File: config.mk
export PLATFORM = sky130hd
export DESIGN_NAME = cu_input_stage
export DESIGN_NICKNAME = d
export VERILOG_FILES = /design/src/rtl/cu_control_pkg.sv /design/src/rtl/cu_input_stage.sv
export VERILOG_INCLUDE_DIRS = /design/src /design/src/include
export SDC_FILE = /design/constraint.sdc
export NUM_CORES = 1
export LEC_CHECK = 0
export BUFFER_PORTS_ARGS = -buffer_cell sky130_fd_sc_hd__buf_2
export CORE_MARGIN = 8
export CORE_UTILIZATION = 41
export DETAILED_ROUTE_END_ITERATION = 8
export HOLD_SLACK_MARGIN = 0.1
export PLACE_DENSITY = 0.77
export SYNTH_ARGS = -nofsm -noshare
export SYNTH_HDL_FRONTEND = slang
export SYNTH_SLANG_ARGS = --single-unit
File: constraint.sdc
create_clock -name clock -period 1.6 [get_ports clock]
set_input_delay 0.16 -clock clock [delete_from_list [all_inputs] [get_ports clock]]
set_output_delay 0.16 -clock clock [all_outputs]
set_load 0.03 [all_outputs]
File: src/include/cu_control_settings.svh
//////////////////////////////
// CU control settings
// CU count, field widths and burst buffer sizing
//////////////////////////////

`ifndef CU_CONTROL_SETTINGS_SVH
`define CU_CONTROL_SETTINGS_SVH

`define NUM_CU 4
`define CU_ID_BITS 2
`define ADDR_BITS 32
`define TAG_BITS 8
`define COUNT_BITS 16

// Burst command FIFO
`define CMD_BUFFER_DEPTH 8
`define CMD_BUFFER_MARGIN 2

// Lower 32 bits carry the active CU count
`define CFG_BITS 64

`endif

File: src/rtl/cu_control_pkg.sv
//////////////////////////////
// CU control types
// Read command, response and opcode definitions
//////////////////////////////

`include "cu_control_settings.svh"

package cu_control_pkg;

	typedef enum logic [1:0] {
		op_read_vertex,
		op_read_edge,
		op_read_prefetch
	} read_op_t;

	typedef struct packed {
		logic                   valid;
		read_op_t               op;
		logic [`CU_ID_BITS-1:0] cu_id;
		logic [`ADDR_BITS-1:0]  address;
	} read_command_t;

	typedef struct packed {
		logic                   valid;
		logic [`CU_ID_BITS-1:0] cu_id;
		logic [`TAG_BITS-1:0]   tag;
	} response_t;

	typedef logic [`NUM_CU-1:0] cu_mask_t;
	typedef logic [`COUNT_BITS-1:0] count_t;

endpackage

File: src/rtl/cu_input_stage.sv
//////////////////////////////
// CU input stage
// Registers external inputs and builds the CU enable mask
//////////////////////////////

`timescale 1ns/10ps
`include "cu_control_settings.svh"

module cu_input_stage import cu_control_pkg::*; (
	input  logic                 clock,
	input  logic                 rstn,
	input  logic                 enabled_in,
	input  logic [`CFG_BITS-1:0] cu_configure,
	input  logic                 command_bus_grant,
	input  logic                 host_alfull,
	input  response_t            read_response_in,
	input  count_t               vertex_count_cu_in [`NUM_CU],
	input  count_t               edge_count_cu_in [`NUM_CU],
	output logic                 enabled,
	output cu_mask_t             enable_cu,
	output logic                 grant_reg,
	output logic                 host_alfull_reg,
	output response_t            response_reg,
	output count_t               vertex_count_cu [`NUM_CU],
	output count_t               edge_count_cu [`NUM_CU]
);

	logic [`CFG_BITS-1:0] cu_configure_latched;
	cu_mask_t             enable_next;

	always_ff @(posedge clock or negedge rstn) begin
		if (!rstn) begin
			enabled <= 1'b0;
		end else begin
			enabled <= enabled_in;
		end
	end

	//////////////////////////////
	// Input capture
	//////////////////////////////

	always_ff @(posedge clock or negedge rstn) begin
		if (!rstn) begin
			grant_reg            <= 1'b0;
			host_alfull_reg      <= 1'b0;
			response_reg         <= '0;
			vertex_count_cu      <= '{default: '0};
			edge_count_cu        <= '{default: '0};
			cu_configure_latched <= '0;
		end else if (enabled) begin
			grant_reg       <= command_bus_grant;
			host_alfull_reg <= host_alfull;
			response_reg    <= read_response_in;
			vertex_count_cu <= vertex_count_cu_in;
			edge_count_cu   <= edge_count_cu_in;
			// Zero word keeps the previous setup
			if (|cu_configure) begin
				cu_configure_latched <= cu_configure;
			end
		end
	end

	//////////////////////////////
	// Enable mask
	//////////////////////////////

	always_comb begin
		for (int i = 0; i < `NUM_CU; i++) begin
			enable_next[i] = (i < cu_configure_latched[31:0]);
		end
	end

	always_ff @(posedge clock or negedge rstn) begin
		if (!rstn) begin
			enable_cu <= '0;
		end else if (enabled) begin
			enable_cu <= enable_next;
		end
	end

endmodule

**Word-level counts from Yosys, hierarchy flattened**

Cells that the tools add are included.

- $lt $le $gt $ge: 4
- Reductions and logical operators: 2

Operator list:

| kind | count |
|---|---|
| 1-bit by 32-bit less-than comparator with 1-bit output (first input constant) | 2 |
| 2-bit by 32-bit less-than comparator with 1-bit output (first input constant) | 2 |
| 64-bit OR reduction | 1 |
| 2-bit AND reduction | 1 |

- Bits in registers: 178

**Longest topological paths before layout**

- Depth after elaboration: 2
- Gate-level depth with buffers: 5

**Worst setup path after synthesis**

No wires, ideal clock.

- Kind: reg-to-reg
- From: register enabled
- To: register vertex_count_cu[34] in the netlist's numbering
- Arrival time: 1.780 ns
- Required time: 1.475 ns
- Setup slack: -0.304 ns
- Stages on the path, launching flop included: 5
- Buffers on the path: 3
- Period minus slack after synthesis: 1.904 ns
- Cells stage by stage: dfrtp_1 > clkbuf_1 > clkbuf_1 > buf_1 > mux2_2

RTL lines:

| item | RTL line | source |
|---|---|---|
| start: declaration | cu_input_stage.sv:19 | `output logic enabled,` |
| start signal: assignment | cu_input_stage.sv:35 | `enabled <= enabled_in;` |
| end signal: assignment | cu_input_stage.sv:55 | `vertex_count_cu <= vertex_count_cu_in;` |
| end: declaration | cu_input_stage.sv:24 | `` output count_t vertex_count_cu [`NUM_CU], `` |

No word-level cell between the ends.

**Worst setup path after layout**

- From: input cu_configure[52]
- To: register cu_configure_latched[10]

- Cells in the longest elaborated chain, start to end: 2

Ends and longest elaborated chain:

| item | RTL line | source |
|---|---|---|
| start: declaration | cu_input_stage.sv:13 | `` input logic [`CFG_BITS-1:0] cu_configure, `` |
| 64-bit OR reduction | cu_input_stage.sv:58 | `if (\|cu_configure) begin` |
| 2-bit AND reduction (no line) | - |  |
| end signal: assignment | cu_input_stage.sv:59 | `cu_configure_latched <= cu_configure;` |
| end: declaration | cu_input_stage.sv:28 | `` logic [`CFG_BITS-1:0] cu_configure_latched; `` |

Every way passes these cells.
A chain may end at the register's enable or synchronous reset.

==> results.py <==
metrics = {
    "run_status": {
        "outcome": "finished, final reports clean",
    },
    "cells_and_area": {
        "ff_latch_area_mm2": 0.00446,
        "syn2layout_area_growth_pct": 69.5,
        "num-fill-cells": 1047,
        "drive_gt1_share_pct": 60.7,
        "top_regs": "edge_count_cu: 64 flops, vertex_count_cu: 64 flops, cu_configure_latched: 32 flops",
        "nets": 1182,
        "fin_util_pct": 70.2,
        "multi_input_area_mm2": 0.00225,
    },
    "synthesis": {
        "seq_area_frac_synth_pct": 65.8,
        "ys.flop_type": "dfrtp_1",
        "ys_types": 16,
        "avgSynthCellArea_um2": 16.3,
        "synth_top_family_by_area": "multiplexers",
        "synth_fp_nets": 622,
        "yosys-top-cells-count": "dfrtp_1 (178), mux2_2 (170), nor4_1 (23)",
        "synth-simple-area-share_pct": 3.14,
        "synthMuxAreaShare_pct": 28.8,
        "synthArstFlopShare_pct": 100,
        "synthAdderAreaFrac_pct": 0,
        "synth_xor_area_share_pct": 0,
        "synth_cells": 414,
        "synth_top_area_cell": "dfrtp_1",
        "synth_top_area_share_pct": 65.8,
        "ys_ff_latch": 178,
        "ys_top_cells_by_area": "dfrtp_1 (66%), mux2_2 (28%), nor4_1 (2.1%)",
        "syn_area_mm2": 0.00677,
        "synth-compound-area-share_pct": 0.740,
        "synth_most_common_cell": "dfrtp_1",
        "synth-edff-count": 0,
        "ys.warnings.count": 0,
    },
    "worst_setup_path": {
        "r2r-end": "enable_cu[0]",
        "r2r_cells": 4,
        "crit_start": "cu_configure[52]",
        "start_kind": "primary input",
        "rr_startpoint": "cu_configure_latched[4]",
        "critical_path_class": "primary input to register",
        "cp.required_ns": 1.89,
        "critPathCapture": "cu_configure_latched[10]",
        "crit_fanout": 12,
        "worstPathArrival_ns": 1.89,
        "r2r_slack_ns": 0.15,
        "setup.worst_path.end_class": "register",
    },
    "sta": {
        "fmax_mhz": 626,
        "drv_slew": 0,
        "fin_crit_ns": 1.60,
        "slew_headroom_pct": 76.2,
        "hold_violations": 0,
        "tns_ns": 0,
        "fin_crit_sh_pct": 99.8,
        "finalSetupViolations": 0,
        "grt_setup_unrepaired": "yes",
        "finClkSkew_ns": 0.0119,
        "worst-slew-pin-transition_ns": 0.353,
    },
    "detailed_routing": {
        "drc_errors": 0,
        "first_iter_violations": 197,
        "routedWlPerCell_um": 19.5,
        "drt_wl_total_um": 23600,
        "drt-pass1-iter-count": 5,
        "via_per_inst": 4.84,
        "num_vias": 5852,
        "antenna_left": 0,
    },
    "job": {
        "drv_cap": 0,
    },
    "cts": {
        "cts-buffers-inserted": 17,
        "clockBufferDepth": 2,
        "cts_setup_buffers": 0,
        "clkSinkCount": 178,
        "clk_latency_ns": 0.42,
        "cts-root-buf": "clkbuf_16",
        "cts_tree": "built",
        "htree_num_levels": 4,
        "clk_pin_slew_ns": 0.06,
    },
    "worst_hold_path": {
        "hold_path_depth": 3,
        "hold_class": "primary input to register",
    },
    "place": {
        "io_buffers": 353,
        "gp_congestion": 0.818,
        "dp_hpwl_um": 14900,
    },
    "power_and_ir_drop": {
        "p_leak_nw": 5.43,
        "powerDensity_mw_per_mm2": 1050,
        "peakVddDrop_uv": 680,
    },
    "global_route": {
        "grt-ovfl-total": 0,
        "grt_pass1_wl_um": 36400,
        "antenna_found_initial": 0,
        "grt_max_degree": 54,
        "grt_util_all_layers_pct": 22.7,
        "grt_pass1_vias": 6817,
    },
    "die": {
        "dieArea_mm2": 0.0209,
        "ios": 354,
        "die_x_um": 144,
        "rows": 47,
        "coreArea_mm2": 0.0163,
        "fp.dieH_um": 144,
        "start_util_pct": 41.4,
    },
}
==> power breakdown <==
part / switching, mW / total, mW / internal [mW]
combinational: 1.44 / 2.62 / 1.18
sequential: 0.243 / 5.18 / 4.94
clock: 1.80 / 4.26 / 2.46
==> layer usage <==
layer	wire length, um	GRT usage (%)	vias up
li1	-	-	2630
met1	8190	23.4	2851
met2	12400	40.0	296
met3	1910	7.30	75
met4	1060	13.1	0
met5	0	0	-
==> layout by cell type (no fill, tap or decap), drive strengths merged, types with 2 or more instances in the layout <==
cell type      n
dfrtp        178
buf          389
a31oi          2
dlygate4sd3  172
a21oi          2
mux2         173
bufinv         2
clkbuf        20
nor4          23
inv            6
clkinv         5
nor2           6
nand4          6
==> worst max-delay path, stage by stage <==
cell and delay (ns):
buf_2 0.11, nor4_1 0.34, nand4_1 0.32, o41ai_4 0.33
buf_4 0.27, mux2_2 0.36
==> timing repair <==
item | in CTS | in global routing
hold buffers | 172 | 0
gates resized for setup | 0 | 2
hold endpoints to repair | 349 | 0
setup endpoints to repair | 0 | 34
==> through the flow <==
step	cell area [um2]	instances	hold slack (ns)	setup slack [ns]	total power [mW]
floorplan	6810	414	-0.136	-0.129	6.51
global placement	9130	1003	0.0828	-0.351	7.43
detailed placement	9130	1003	0.0840	-0.380	7.49
CTS	11500	1207	0.109	0.0494	12.1
global route	11500	1207	0.119	-0.0447	12.5
finish	11500	1208	0.133	0.00314	12.1
==> cells by family (layout without fill, tap and decap cells) <==
group                  after synthesis  count (layout)
AOI/OAI and AO/OA                    5               5
and+or+nand+nor                     37              37
other                                0               1
DFF                                178             178
muxes                              173             173
buffers and inverters               21             594
==> how the worst min path moves through the flow <==
stage	from	endpoint	slack, ns
4_1_cts	cu_configure[16]	cu_configure_latched[16]	0.11
3_3_place_gp	rstn	edge_count_cu[49]	0.08
3_5_place_dp	rstn	edge_count_cu[49]	0.08
2_1_floorplan	rstn	cu_configure_latched[0]	-0.14
6_report	cu_configure[16]	cu_configure_latched[16]	0.13
5_1_grt	cu_configure[16]	cu_configure_latched[16]	0.12
==> layout make-up <==
class                   count  share of cell area (%)
clock inverters            12                    1.24
repair buffers            561                    33.8
diodes                      1                  0.0218
clock buffers              20                    4.07
inverters                   1                  0.0327
flip-flops and latches    178                    38.9
well taps                 220                    2.40
multi-input cells         215                    19.6
Note: power is estimated with default switching activity, not from simulation.
