**src/include/cu_control_settings.svh**
```systemverilog
//////////////////////////////
// CU control settings
// CU count, field widths and burst buffer sizing
//////////////////////////////

`ifndef CU_CONTROL_SETTINGS_SVH
`define CU_CONTROL_SETTINGS_SVH

`define NUM_CU 4
`define CU_ID_BITS 2
`define ADDR_BITS 32
`define TAG_BITS 8
`define COUNT_BITS 16

// Burst command FIFO
`define CMD_BUFFER_DEPTH 8
`define CMD_BUFFER_MARGIN 2

// Lower 32 bits carry the active CU count
`define CFG_BITS 64

`endif

```
**src/rtl/cu_control_pkg.sv**
```systemverilog
//////////////////////////////
// CU control types
// Read command, response and opcode definitions
//////////////////////////////

`include "cu_control_settings.svh"

package cu_control_pkg;

	typedef enum logic [1:0] {
		op_read_vertex,
		op_read_edge,
		op_read_prefetch
	} read_op_t;

	typedef struct packed {
		logic                   valid;
		read_op_t               op;
		logic [`CU_ID_BITS-1:0] cu_id;
		logic [`ADDR_BITS-1:0]  address;
	} read_command_t;

	typedef struct packed {
		logic                   valid;
		logic [`CU_ID_BITS-1:0] cu_id;
		logic [`TAG_BITS-1:0]   tag;
	} response_t;

	typedef logic [`NUM_CU-1:0] cu_mask_t;
	typedef logic [`COUNT_BITS-1:0] count_t;

endpackage

```
**src/rtl/cu_response_router.sv**
```systemverilog
//////////////////////////////
// CU response router
// Routes read responses by CU id, sums done counts
//////////////////////////////

`timescale 1ns/10ps
`include "cu_control_settings.svh"

module cu_response_router import cu_control_pkg::*; (
	input  logic      clock,
	input  logic      rstn,
	input  logic      enabled,
	input  response_t response_reg,
	input  count_t    vertex_count_cu [`NUM_CU],
	input  count_t    edge_count_cu [`NUM_CU],
	output response_t read_response_cu_out [`NUM_CU],
	output count_t    vertex_done_out,
	output count_t    edge_done_out
);

	count_t vertex_sum;
	count_t edge_sum;

	always_comb begin
		vertex_sum = '0;
		edge_sum   = '0;
		for (int i = 0; i < `NUM_CU; i++) begin
			vertex_sum = vertex_sum + vertex_count_cu[i];
			edge_sum   = edge_sum + edge_count_cu[i];
		end
	end

	//////////////////////////////
	// Per-CU demux
	//////////////////////////////

	always_ff @(posedge clock or negedge rstn) begin
		if (!rstn) begin
			read_response_cu_out <= '{default: '0};
			vertex_done_out      <= '0;
			edge_done_out        <= '0;
		end else begin
			for (int k = 0; k < `NUM_CU; k++) begin
				// Only the addressed entry carries valid
				if (enabled && response_reg.valid
						&& (response_reg.cu_id == `CU_ID_BITS'(k))) begin
					read_response_cu_out[k] <= response_reg;
				end else begin
					read_response_cu_out[k] <= '0;
				end
			end
			if (enabled) begin
				vertex_done_out <= vertex_sum;
				edge_done_out   <= edge_sum;
			end
		end
	end

endmodule

```
**config.mk**
```make
export PLATFORM = sky130hd
export DESIGN_NAME = cu_response_router
export DESIGN_NICKNAME = d
export VERILOG_FILES = /design/src/rtl/cu_control_pkg.sv /design/src/rtl/cu_response_router.sv
export VERILOG_INCLUDE_DIRS = /design/src /design/src/include
export SDC_FILE = /design/constraint.sdc
export NUM_CORES = 1
export LEC_CHECK = 0
export BUFFER_PORTS_ARGS = -buffer_cell sky130_fd_sc_hd__buf_4
export CAP_MARGIN = 10
export CORE_ASPECT_RATIO = 0.8
export CORE_MARGIN = 2
export CORE_UTILIZATION = 51
export DETAILED_ROUTE_END_ITERATION = 12
export MAX_ROUTING_LAYER = met4
export PLACE_DENSITY_LB_ADDON = 0.2
export SLEW_MARGIN = 20
export SYNTH_ARGS = -nofsm -noshare
export SYNTH_HDL_FRONTEND = slang
export SYNTH_SLANG_ARGS = --single-unit
```
**constraint.sdc**
```tcl
create_clock -name clock -period 1.1 [get_ports clock]
set_input_delay 0 -clock clock [delete_from_list [all_inputs] [get_ports clock]]
set_output_delay 0 -clock clock [all_outputs]
set_load 0.1 [all_outputs]
```
---- Yosys cells after proc, flatten, opt, wreduce, memory -nomap -nowiden ----
Cells that the tools add are included.
storage, ports and cells
  output and inout port bits .............. 76
  bits in registers ....................... 76
  input bits .............................. 142
  logic and storage cells ................. 33
cells by class
  multiplexer cells ....................... 4
  reduce and logical (&&, ||, !) cells .... 6
  eq/ne operators ......................... 3
  add/subtract/negate cells ............... 6
operators by type and width
  operator                                              number
  adder 16 bit                                          6
  two-way mux 11 bit                                    4
  logical AND 1 bit                                     5
  equality test 2 bit (second input constant)           2
  equality test 2 x 1 -> 1 bit (second input constant)  1
  logical NOT 2 bit                                     1

---- Logic depth before layout (Yosys ltp) ----
  depth in word-level cells ............... 3
  gate-level depth with buffers ........... 11
  gate-level depth less buffers ........... 11

---- Worst setup path after synthesis ----
No wires, ideal clock.
  path type ............................... input port to flip-flop
  start ................................... input edge_count_cu[1] (netlist bit)
  end ..................................... register edge_done_out[15]
  stages .................................. 11
  data required time ...................... 974 ps
  setup slack ............................. -1786 ps
  library setup time ...................... 126 ps
  arrival ................................. 2760 ps
  cells stage by stage .................... inv_1 > fa_1 > inv_1 > fa_1 > ha_1 > fa_1 > a211oi_1 > o211ai_2 > a21boi_2 > o21ai_0 > a221o_1
between the ends
  cells in the longest elaborated chain, start to end .. 1
RTL lines
  item                  RTL line                  source
  from (decl)           cu_response_router.sv:15  input count_t edge_count_cu [`NUM_CU],
  adder 16 bit          cu_response_router.sv:29  edge_sum = edge_sum + edge_count_cu[i];
  to (signal assigned)  cu_response_router.sv:54  edge_done_out <= edge_sum;
  to (decl)             cu_response_router.sv:18  output count_t edge_done_out
Every way passes these cells.
A chain may end at the register's enable or synchronous reset.

---- Final worst setup path ----
Same ends and word-level chain as after synthesis.

==> impl.org <==
** Synth
- Adder-cell share of the synthesized area :: 0.268
- Yosys top cell area share :: 0.324
- Top area cells in the synthesized netlist :: sky130_fd_sc_hd__dfrtp_1, sky130_fd_sc_hd__fa_1, sky130_fd_sc_hd__inv_1
- Synth Area in Simple Gates :: 0.101
- Yosys top cell by area :: sky130_fd_sc_hd__dfrtp_1
- Yosys mapped the design onto 63 distinct sky130hd cell types.
- Top flip-flop cell by instance count after synthesis :: sky130_fd_sc_hd__dfrtp_1
- Count of flip-flops with a built-in enable after synthesis :: 0
- Dominant combinational cell family by area after synthesis :: adder cells
- Synthesis handed over a netlist of a little under 600 instances.
- Post-synthesis share of cell area spent on xor and xnor gates :: 0.0313
- After synthesis, the share of flip-flops with an asynchronous set or reset is 1.00.
- The area fraction in compound gates after synthesis was 0.135.
- Post-synthesis instance area :: 5870 sq um
- A synthesized cell averages 9.85 sq um.
- Counting flops and latches in the post-synthesis netlist gives 76.
- Count of synthesis-stage warnings from yosys :: 0
- For this run, the register share of the synthesized area comes to 0.324.
- Measured against the total synthesized area, the mux share comes to 0.0247.

** Routing
- Summing over every cut layer, the via total after detailed routing is 5454.
- Antenna viol nets, final :: 0
- Dividing the detail-routed wire length by the instance count gives 16.3 um.
- Before antenna repair, the detailed router went through 4 iterations.
- DRC marker count from the first detailed-route iteration :: around 280
- Detailed Route WL :: approximately 18000 um
- Post-detailed-route via-to-cell ratio :: just over 5
- After detailed routing, the number of remaining DRC violations is 0.

** Die
- In this run the horizontal extent of the chip is between 100 and 150 um.
- Full die area :: 12400 sq um
- The initial utilization of the core area, before any placement, comes to 0.516.
- For this design the top-level I/O count stands at ~220.
- The core region is approximately 11000 sq um.
- Row generation in the floorplan step produced 35 rows.
- Die span in y :: between 90 and 100 um

** Clock tree
- The clock drives 76 sinks.
- The later pin in the worst-skew pair is clocked with a latency of 0.33 ns.
- The clock passes through at most 2 buffers.
- TritonCTS clock tree :: built
- Clock-pin slew was measured on the worst setup and hold paths at about 0.060 ns.
- CTS Root Buffer Type :: sky130_fd_sc_hd__clkbuf_16
- In this run, post-CTS hold repair placed 12 buffers.
- Number of buffers created by CTS :: 9
- In this run the number of H-tree levels came out at 3.

** Setup path
- CP Launch Type :: input port
- Worst endpoint required time :: 1.32 ns
- CP Data Arrival Time :: roughly 2.8 ns
- Critical Path Sink Type :: register
- Top fanout value on the critical path :: 3
- Crit Path Category :: in2reg
- Slowest stage delay, CP :: about 0.55 ns
- Cell breakdown of the critical path :: buf_8 -> inv_8 -> fa_1 -> inv_1 -> fa_2 -> ha_4 -> fa_2 -> a211oi_4 -> o211ai_4 -> a21boi_2 -> o21ai_1 -> a221o_1
- Crit-path slowest cell :: sky130_fd_sc_hd__fa_1
- Cell type with the highest occurrence count on the critical path :: sky130_fd_sc_hd__fa_2

** Power
- Cell Pwr Density :: around 2300 nW/um^2
- Across the VDD grid, the largest voltage drop is approximately 1.8 mV.
- Net switching fraction of the power :: 0.501
- Of the total power, combinational logic draws 0.696.
- For this design the total switching power over the nets is 10900 uW.
- Clock share of power :: 0.128
- The design draws around 22000 uW.
- Internal Power :: approximately 11000 uW
- Leakage dissipation :: about 0.0050 uW
- The share of total power dissipated in sequential elements is 0.176.

** Hold path
- Type of the worst min-delay path :: in2reg

** STA
- At the pin with the least slew margin, the transition time is 0.679 ns.
- Hold slack :: -0.0676 ns
- Slew margin rel. :: 0.545
- Unrepaired setup endpoints after global routing :: true
- The worst path in the final design needs a cycle of around 2.6 ns, including I/O delays and setup.
- Setup violations remaining at the end of the flow were counted as 30.
- Max-slew violation count :: 0
- Hold Violations, Final :: 1
- Worst clock skew on the final layout :: 0 ns
- For this run, the top clock speed supported by timing is 388 MHz.
- Final Worst Setup Slack :: -1.48 ns
- Final worst-path cycle share :: 2.35

** Final layout
- Post-route insts no fill :: between 1000 and 1500
- Final-stage net count :: around 1200
- Ant diodes :: 0
- Sequential cell area :: 1900 sq um
- In the final layout, the multi-input gates occupy 4000 sq um.
- Area growth, synth to finish :: 64.1%
- Leading cell type in the layout, fill and taps excluded :: sky130_fd_sc_hd__buf_4
- Final cell utilization of the core :: 0.847
- Once layout is done, the placed cells without fillers occupy between 9000 and 10000 sq um.
- Layout cells sized above 1 :: 0.497
- In the layout the commonest cells are sky130_fd_sc_hd__buf_4, sky130_fd_sc_hd__inv_1, sky130_fd_sc_hd__dfrtp_1.
- Fillers :: 599

** Global routing
- The first global-routing pass estimated 26400 um of wire.
- Via count of the first global-routing pass :: approximately 5700
- Maximum number of pins on one net before global-route repair :: 31
- Antenna violations before repair :: 0
- The total overflow left after global routing is 0.
- Global Route Usage Sum :: 0.282

** Placed design
- At the end of routability-driven placement, the weighted congestion stood at approximately 0.86.
- Final HPWL from detailed placement :: about 13000 um
- Inst Count DP :: around 1000
- Input and output buffers added on the ports amount to approximately 220.
- Total placed instance area :: 8620 sq um

** Flow run
- Maxcap violations :: 0

** Status
- The final reports fail on negative hold slack, negative setup slack.
- Status :: finished with violations
==> stage by stage <==
step	setup slack [ns]	TNS, ns	hold WS (ns)
4_1_cts	-1.37	-34.33	-0.00936
2_1_floorplan	-1.53	-33.38	-0.296
3_5_place_dp	-1.82	-45.80	-0.0495
3_3_place_gp	-1.70	-43.52	-0.0511
6_report	-1.48	-33.01	-0.0676
5_1_grt	-1.55	-34.94	-0.0680
==> layer usage <==
layer,global-route usage,share of wire
met2,0.493,0.54
met3,0.0602,0.061
met4,0.0916,0.030
met5,-,0
met1,0.325,0.37
==> cell usage after synthesis (all sizes together) (4+ instances only) <==
master   count
nor3         4
a31oi        4
clkbuf       6
and2        32
a21o        10
xor2         4
o21ai       20
a21oi       22
mux2        12
nand3        5
ha          30
fa          60
o2bb2ai      4
o211ai       5
nand2       21
nor2        24
a211oi      13
inv        172
dfrtp       76
nor2b        5
xnor2       17
==> registers in the layout (all words and copies together) (netlist names) <==
| name | flops |
|---|---|
| edge_done_out | 16 |
| read_response_cu_out | 44 |
| vertex_done_out | 16 |
==> power by group through the flow <==
stage                     combinational (uW)  sequential, uW  clock, uW
final                                  15200            3830       2790
after global routing                   16000            3880       2970
after CTS                              14000            3790       2820
after detailed placement               13100            3820          0
after global placement                 12800            3810          0
after floorplan                         5080            8070          0
==> kinds of logic (layout without fill, tap and decap cells) <==
| family | count (synthesis) | in the layout |
|---|---|---|
| other | 1 | 4 |
| AO/OA/AOI/OAI | 105 | 105 |
| XOR/XNOR | 21 | 21 |
| multiplexers | 13 | 13 |
| adder cells (fa/ha/maj) | 90 | 90 |
| AND/OR/NAND/NOR | 111 | 111 |
| buffers and inverters | 179 | 508 |
| flip-flops | 76 | 76 |
==> cell type report <==
cell class	instances	share of cell area
Inverter	172	0.0714
Sequential cell	76	0.198
Tap cell	148	0.0192
Multi-Input combinational cell	344	0.415
Clock inverter	5	0.00389
Timing Repair Buffer	320	0.268
Clock buffer	11	0.0252
==> repair_timing <==
| item | in CTS | in global routing |
|---|---|---|
| endpoints found under the hold margin | 111 | 1 |
| gates resized for setup | 65 | 60 |
| setup buffers | 10 | 12 |
| pin swaps | 35 | 39 |
| cloned | 0 | 0 |
| setup endpoints to repair | 30 | 39 |
==> final timing paths <==
check / depth (start not counted) / to / start / slack, ns
max: 12 / edge_done_out[15] / edge_count_cu[1] / -1.48
min: 2 / read_response_cu_out[43] / response_reg[9] / -0.07
min in group asynchronous: 2 / read_response_cu_out[35] / rstn / 0.16
max in group asynchronous: 3 / edge_done_out[14] / rstn / 0.44
min reg2reg: 2 / edge_done_out[13] / edge_done_out[13] / 0.49
max reg2reg: 3 / vertex_done_out[11] / vertex_done_out[11] / 0.18
==> worst max-delay path, delay by kind of cell <==
family / cells / cell delay, ns
compound gates: 5 / 1.05
fa+ha+maj: 4 / 1.56
buf+inv: 3 / 0.17
(Power assumes the default switching activity.)
