==> src/include/cu_control_settings.svh <==
//////////////////////////////
// CU control settings
// CU count, field widths and burst buffer sizing
//////////////////////////////

`ifndef CU_CONTROL_SETTINGS_SVH
`define CU_CONTROL_SETTINGS_SVH

`define NUM_CU 4
`define CU_ID_BITS 2
`define ADDR_BITS 32
`define TAG_BITS 8
`define COUNT_BITS 16

// Burst command FIFO
`define CMD_BUFFER_DEPTH 8
`define CMD_BUFFER_MARGIN 2

// Lower 32 bits carry the active CU count
`define CFG_BITS 64

`endif

==> src/rtl/cu_control_pkg.sv <==
//////////////////////////////
// CU control types
// Read command, response and opcode definitions
//////////////////////////////

`include "cu_control_settings.svh"

package cu_control_pkg;

	typedef enum logic [1:0] {
		op_read_vertex,
		op_read_edge,
		op_read_prefetch
	} read_op_t;

	typedef struct packed {
		logic                   valid;
		read_op_t               op;
		logic [`CU_ID_BITS-1:0] cu_id;
		logic [`ADDR_BITS-1:0]  address;
	} read_command_t;

	typedef struct packed {
		logic                   valid;
		logic [`CU_ID_BITS-1:0] cu_id;
		logic [`TAG_BITS-1:0]   tag;
	} response_t;

	typedef logic [`NUM_CU-1:0] cu_mask_t;
	typedef logic [`COUNT_BITS-1:0] count_t;

endpackage

==> src/rtl/cu_command_buffer.sv <==
//////////////////////////////
// Burst read command buffer
// FIFO of granted commands, memory bus request and issue
//////////////////////////////

`timescale 1ns/10ps
`include "cu_control_settings.svh"

module cu_command_buffer import cu_control_pkg::*; (
	input  logic          clock,
	input  logic          rstn,
	input  logic          enabled,
	input  read_command_t granted_command,
	input  logic          grant_reg,
	input  logic          host_alfull_reg,
	output logic          buffer_alfull,
	output logic          command_bus_request,
	output read_command_t read_command_out
);

	localparam int PTR_BITS   = $clog2(`CMD_BUFFER_DEPTH);
	localparam int COUNT_BITS = $clog2(`CMD_BUFFER_DEPTH + 1);

	read_command_t         mem [`CMD_BUFFER_DEPTH];
	logic [PTR_BITS-1:0]   wr_ptr;
	logic [PTR_BITS-1:0]   rd_ptr;
	logic [COUNT_BITS-1:0] count;
	logic [COUNT_BITS-1:0] count_next;
	logic                  push;
	logic                  pop;

	assign push = granted_command.valid && (count != COUNT_BITS'(`CMD_BUFFER_DEPTH));
	// Stray grants on an empty buffer are dropped
	assign pop  = enabled && grant_reg && (count != '0);

	assign count_next = count + COUNT_BITS'(push) - COUNT_BITS'(pop);

	// Counts the push already in flight from the arbiter
	assign buffer_alfull = (int'(count) + int'(granted_command.valid))
		>= (`CMD_BUFFER_DEPTH - `CMD_BUFFER_MARGIN);

	always_ff @(posedge clock) begin
		if (push) begin
			mem[wr_ptr] <= granted_command;
		end
	end

	//////////////////////////////
	// Pointers and occupancy
	//////////////////////////////

	always_ff @(posedge clock or negedge rstn) begin
		if (!rstn) begin
			wr_ptr <= '0;
			rd_ptr <= '0;
			count  <= '0;
		end else begin
			if (push) begin
				wr_ptr <= (wr_ptr == PTR_BITS'(`CMD_BUFFER_DEPTH - 1)) ? '0 : wr_ptr + 1'b1;
			end
			if (pop) begin
				rd_ptr <= (rd_ptr == PTR_BITS'(`CMD_BUFFER_DEPTH - 1)) ? '0 : rd_ptr + 1'b1;
			end
			count <= count_next;
		end
	end

	//////////////////////////////
	// Bus side
	//////////////////////////////

	always_ff @(posedge clock or negedge rstn) begin
		if (!rstn) begin
			command_bus_request <= 1'b0;
			read_command_out    <= '0;
		end else begin
			command_bus_request <= enabled && (count_next != '0) && !host_alfull_reg;
			read_command_out    <= '0;
			if (pop) begin
				read_command_out <= mem[rd_ptr];
			end
		end
	end

endmodule

==> config.mk <==
export PLATFORM = sky130hd
export DESIGN_NAME = cu_command_buffer
export DESIGN_NICKNAME = d
export VERILOG_FILES = /design/src/rtl/cu_control_pkg.sv /design/src/rtl/cu_command_buffer.sv
export VERILOG_INCLUDE_DIRS = /design/src /design/src/include
export SDC_FILE = /design/constraint.sdc
export NUM_CORES = 1
export LEC_CHECK = 0
export ABC_CLOCK_PERIOD_IN_PS = 10200
export BUFFER_PORTS_ARGS = -buffer_cell sky130_fd_sc_hd__buf_2
export CAP_MARGIN = 20
export CORE_MARGIN = 1
export CORE_UTILIZATION = 41
export CTS_CLUSTER_DIAMETER = 30
export DETAILED_ROUTE_END_ITERATION = 8
export PLACE_DENSITY = 0.68
export SYNTH_ARGS = -nofsm -noshare
export SYNTH_HDL_FRONTEND = slang
export SYNTH_SLANG_ARGS = --single-unit
==> constraint.sdc <==
create_clock -name clock -period 10.2 [get_ports clock]
set_clock_uncertainty 0.15 [all_clocks]
set_input_delay 0.51 -clock clock [delete_from_list [all_inputs] [get_ports clock]]
set_output_delay 0.51 -clock clock [all_outputs]
set_load 0.03 [all_outputs]
* Yosys cells after proc, flatten, opt, wreduce, memory -nomap -nowiden *
Memories as Yosys holds them, arrays and structs flattened.
Cells that the tools add are included.

cells by class
  add/subtract/negate cells = 5
  magnitude comparators = 1
  equal/unequal tests = 3
  muxes and demuxes = 5
  reductions and logical operators = 8

operator list
  operator                                              count
  2-to-1 mux 37 bit                                     1
  nonzero test 4 bit                                    2
  adder 3 x 1 -> 3 bit (second input constant)          2
  equality test 3 bit (second input constant)           2
  2-to-1 mux 3 bit                                      2
  adder 4 x 1 -> 5 bit                                  1
  >= comparator 5 x 3 -> 1 bit (second input constant)  1
  logical AND 1 bit                                     5
  adder 4 x 1 -> 4 bit                                  1
  inequality test 4 bit (second input constant)         1
  subtractor 4 x 1 -> 4 bit                             1
  2-to-1 mux 1 bit                                      2
  zero test 1 bit                                       1

word-level totals
  register bits after elaboration = 48
  bits in writable memories = 296
  input port bits = 42
  output and inout port bits = 39
  logic and storage cells = 31
  memories kept = 1

memory list
  memory  words  width  read ports  clocked after memory_dff  wr ports  RTL line                 text
  mem     8      37     1           0                         1         cu_command_buffer.sv:24  read_command_t mem [`CMD_BUFFER_DEPTH];

* Logic depth before layout (Yosys ltp) *
  depth after elaboration = 7
  gate-level depth with buffers = 12
  mapped depth without buffers = 12

* Least setup slack after synthesis *
Ideal clock, no wire load.

  path kind = register -> register
  from = reg count[2]
  to = mem mem[0][0] (netlist bit), enable pin
  setup time = 0.524 ns
  data arrival time = 4.389 ns
  required time = 9.526 ns
  path slack = 5.138 ns
  stages on the path, launching flop included = 6
  path buffers = 0
  period minus slack after synthesis = 5.062 ns
  cell sequence = dfrtp_1 > inv_1 > ha_1 > inv_1 > o31ai_2 > nor4_1

between the ends
  longest elaborated chain between the ends = 4

ends and longest elaborated chain
  element                                 RTL line                 text
  from (decl)                             cu_command_buffer.sv:27  logic [COUNT_BITS-1:0] count;
  from (signal assigned)                  cu_command_buffer.sv:64  count <= count_next;
  inequality test 4 bit                   cu_command_buffer.sv:32  assign push = granted_command.valid && (count != COUNT_BITS'(`CMD_BUFFER_DEPTH));
  logical AND 1 bit                       cu_command_buffer.sv:32
  2-to-1 mux 1 bit                        cu_command_buffer.sv:43  if (push) begin
  2-to-1 mux 1 bit (implied by the code)  cu_command_buffer.sv:44  mem[wr_ptr] <= granted_command;
  to (decl)                               cu_command_buffer.sv:24

No other way between the ends.

* Worst setup path after layout *
  from = reg count[2]
  to = reg command_bus_request

between the ends
  longest elaborated chain between the ends = 7
  elaborated cells between the ends (all ways) = 9
  classes of those cells = 2 x add/sub; 1 x eq/ne; 6 x reduce/logical

ends and longest elaborated chain
  element                            RTL line                 text
  inequality test 4 bit              cu_command_buffer.sv:32
  logical AND 1 bit                  cu_command_buffer.sv:32
  adder 4 x 1 -> 4 bit               cu_command_buffer.sv:36  assign count_next = count + COUNT_BITS'(push) - COUNT_BITS'(pop);
  subtractor 4 x 1 -> 4 bit *        cu_command_buffer.sv:36
  via count_next[2]                  cu_command_buffer.sv:28  logic [COUNT_BITS-1:0] count_next;
  nonzero test 4 bit *               cu_command_buffer.sv:77  command_bus_request <= enabled && (count_next != '0) && !host_alfull_reg;
  logical AND 1 bit * (2 in series)  cu_command_buffer.sv:77
  to (signal assigned)               cu_command_buffer.sv:77
  to (decl)                          cu_command_buffer.sv:17  output logic command_bus_request,

Mark *: on every way through the listed nets, which the timed path passes. The rest lies on a longest branch.
A chain may end at the register's enable or synchronous reset.

==> impl_metrics.env <==
export IMPL_track_usage_pct=16.8
export IMPL_crit_chain="inv_1, ha_1, inv_1, o31ai_2, ha_1, inv_1, ha_1, inv_1, fa_1, xnor2_1, nor3_1, a311oi_1"
export IMPL_synthToLayoutAreaGrowth_pct=23.8
export IMPL_drive_gt1_share_pct=40.2
export IMPL_hold_class="in2reg"
export IMPL_synth_cell_type_count=31
export IMPL_drtAntennaViolNets=0
export IMPL_antenna_found_initial=4
export IMPL_io_buffers=80
export IMPL_num_rows=64
export IMPL_cts_tree="yes"
export IMPL_hold_viol_final=0
export IMPL_r2r_end="command_bus_request"
export IMPL_min_period_ns=3.18
export IMPL_cts_sinks=344
export IMPL_overflow=0
export IMPL_die_y_um=178
export IMPL_worstSetupPathType="reg2reg"
export IMPL_relSlewSlack_pct=31.7
export IMPL_vias_per_cell=5.25
export IMPL_die_w_um=178
export IMPL_antennaDiodeCount=0
export IMPL_whs_path_depth=3
export IMPL_ys_seq_area_share_pct=79.1
export IMPL_startpoint="count[2]"
export IMPL_stdcell_area_um2=15800
export IMPL_io_pins=81
export IMPL_crit_end="command_bus_request"
export IMPL_numCtsBuffers=57
export IMPL_nNetsFinal=731
export IMPL_syn_avg_cell_area_um2=23.5
export IMPL_drt_iter0_drc=459
export IMPL_dpl_instance_area_um2=13700
export IMPL_startpoint_type="flop"
export IMPL_cp_arrival_ns=3.48
export IMPL_synthCells=542
export IMPL_yosys_warnings=0
export IMPL_dr_pass1_iters=4
export IMPL_vias=5877
export IMPL_fmax_mhz=315
export IMPL_finalSetupViolations=0
export IMPL_core_um2=30600
export IMPL_r2r_worst_path_cells=12
export IMPL_routed_wirelength_um=25500
export IMPL_clk_path_buf_depth=3
export IMPL_max_stage_delay_ns=0.60
export IMPL_grt_max_degree=77
export IMPL_cap_viol_max_count=0
export IMPL_dp_slack_ns=7.03
export IMPL_routabilityCongestion=0.694
export IMPL_start_util_pct=41.7
export IMPL_setup_ws_ns=7.02
export IMPL_rrSetupSlack_ns=7.02
export IMPL_clock_root_buffer="clkbuf_16"
export IMPL_peakVddDrop_uv=235
export IMPL_wl_per_cell_um=22.8
export IMPL_cts_clk_slew_worst_paths_ns=0.04
export IMPL_status="completed"
export IMPL_syn_num_nets=599
export IMPL_hpwl_um=12400
export IMPL_rsz0062_at_grt="no"
export IMPL_worst_skew_pair_late_latency_ns=0.57
export IMPL_fin_setup_tns_ns=0
export IMPL_dieArea_um2=31800
export IMPL_power_density_nw_per_um2=310
export IMPL_syn_area_um2=12800
export IMPL_grt_pass1_wl_um=38500
export IMPL_cpMaxStageDelayCell="o31ai_2"
export IMPL_htreeDepth=2
export IMPL_r2r_start="count[2]"
export IMPL_drc=0
export IMPL_maxSlewViolCount=0
export IMPL_endpoint_kind="flop"
export IMPL_crit_top_cell="inv_1"
export IMPL_grt_pass1_vias=6425
export IMPL_path_max_fanout=8
export IMPL_power_leakage_uw=0.00563
export IMPL_worst_pin_slew_ns=1.03
export IMPL_cp_required_ns=10.50
export IMPL_ys_ff_latch=344
export IMPL_min_period_over_period_pct=31.2
[synth_stat cells]
cell type,n,area (um^2)
clkbuf_1,8,30.0
mux2_2,5,56.3
a21o_1,1,7.51
o31ai_2,1,12.5
nor3b_4,1,18.8
dfrtp_1,48,1200
nor2_1,6,22.5
nor3_1,5,25.0
xnor2_1,2,17.5
xor2_1,1,8.76
nor3b_2,1,12.5
or3_1,1,6.26
ha_1,14,175
nand2b_1,2,12.5
nand2_1,4,15.0
fa_1,1,20.0
inv_1,10,37.5
buf_6,4,45.0
and3_1,1,6.26
a221o_1,1,10.0
o311ai_0,1,8.76
o41ai_1,1,8.76
o21ai_0,2,10.0
a311oi_1,1,8.76
mux4_2,74,1670
nor4_1,1,6.26
a22o_1,37,324
edfxtp_1,296,8890
buf_2,9,45.0
buf_12,2,40.0
nor3_2,1,10.0
[worst min-delay path by stage]
stage	start	to	slack, ns
6_report	enabled	command_bus_request	0.04
5_1_grt	granted_command[28]	mem[3][28]	0.04
4_1_cts	enabled	command_bus_request	0.02
3_5_place_dp	mem[0][19]	read_command_out[19]	0.51
3_3_place_gp	rd_ptr[2]	rd_ptr[2]	0.46
2_1_floorplan	rstn	command_bus_request	0.06
[repair_timing]
action / in CTS / in global routing
hold buffers: 2 / 0
gates resized for setup: 0 / 0
hold endpoints to repair: 28 / 0
buffers inserted: 0 / 0
[routing by layer]
layer	wire (um)	up-vias	track usage (%)
li1	-	2565	-
met2	12900	160	28.6
met3	1360	57	3.96
met4	588	8	5.47
met5	35	-	0
met1	10600	3087	21.3
[power breakdown]
group | switching [uW] | internal, uW
combinational | 524 | 436
clock | 668 | 1360
sequential | 128 | 1790
total | 1320 | 3580
[cell type report]
class,instances,area (um^2)
tap,396,495
multi-input combinational,165,2520
timing repair buffer,96,546
inverter,10,37.5
fill,2403,14800
clock inverter,38,517
clock buffer,70,1580
sequential,344,10100
[state kept, by name, summed over array words and instances, names as in the netlist]
signal,flops
rd_ptr,3
command_bus_request,1
read_command_out,37
count,4
wr_ptr,3
mem,296
[stage by stage]
stage | hold slack (ns) | instances | total power [uW] | utilization, %
floorplan | 0.0644 | 542 | 2650 | -
global placement | 0.457 | 1008 | 2890 | 44.6
detailed placement | 0.514 | 1008 | 2920 | 44.6
CTS | 0.0159 | 1118 | 4970 | 51.5
global route | 0.0390 | 1119 | 5110 | 51.6
finish | 0.0372 | 1119 | 4900 | 51.6
[critical path: cells and delay by family (launching register included)]
kind,cells,cell delay (ns)
compound gates,2,0.86
xor+xnor,1,0.23
fa+ha+maj,4,1.06
buf+inv,4,0.30
flops,1,0.41
simple gates,1,0.07
[cells by family (layout without fill, tap and decap cells)]
kind of cell	count (synthesis)	after routing	synth area share (%)
AO/OA/AOI/OAI	45	45	3.06
XOR/XNOR	3	3	0.206
adder cells (fa/ha/maj)	15	15	1.53
buffers and inverters	33	214	1.55
flip-flops	344	344	79.1
multiplexers	79	79	13.5
AND/OR/NAND/NOR	23	23	1.06
[placed cells by master, fill, tap and decap left out, drive strengths merged, types with 2 or more instances in the layout]
cell type and count:
edfxtp 296, buf 94, mux4 74, clkbuf 70, dfrtp 48, a22o 37, inv 20, ha 14
clkinv 11, bufinv 10, clkinvlp 7, nor3 6, nor2 6, mux2 5, nand2 4, xnor2 2
o21ai 2, nand2b 2, dlygate4sd3 2, nor3b 2
(Power assumes the default switching activity.)
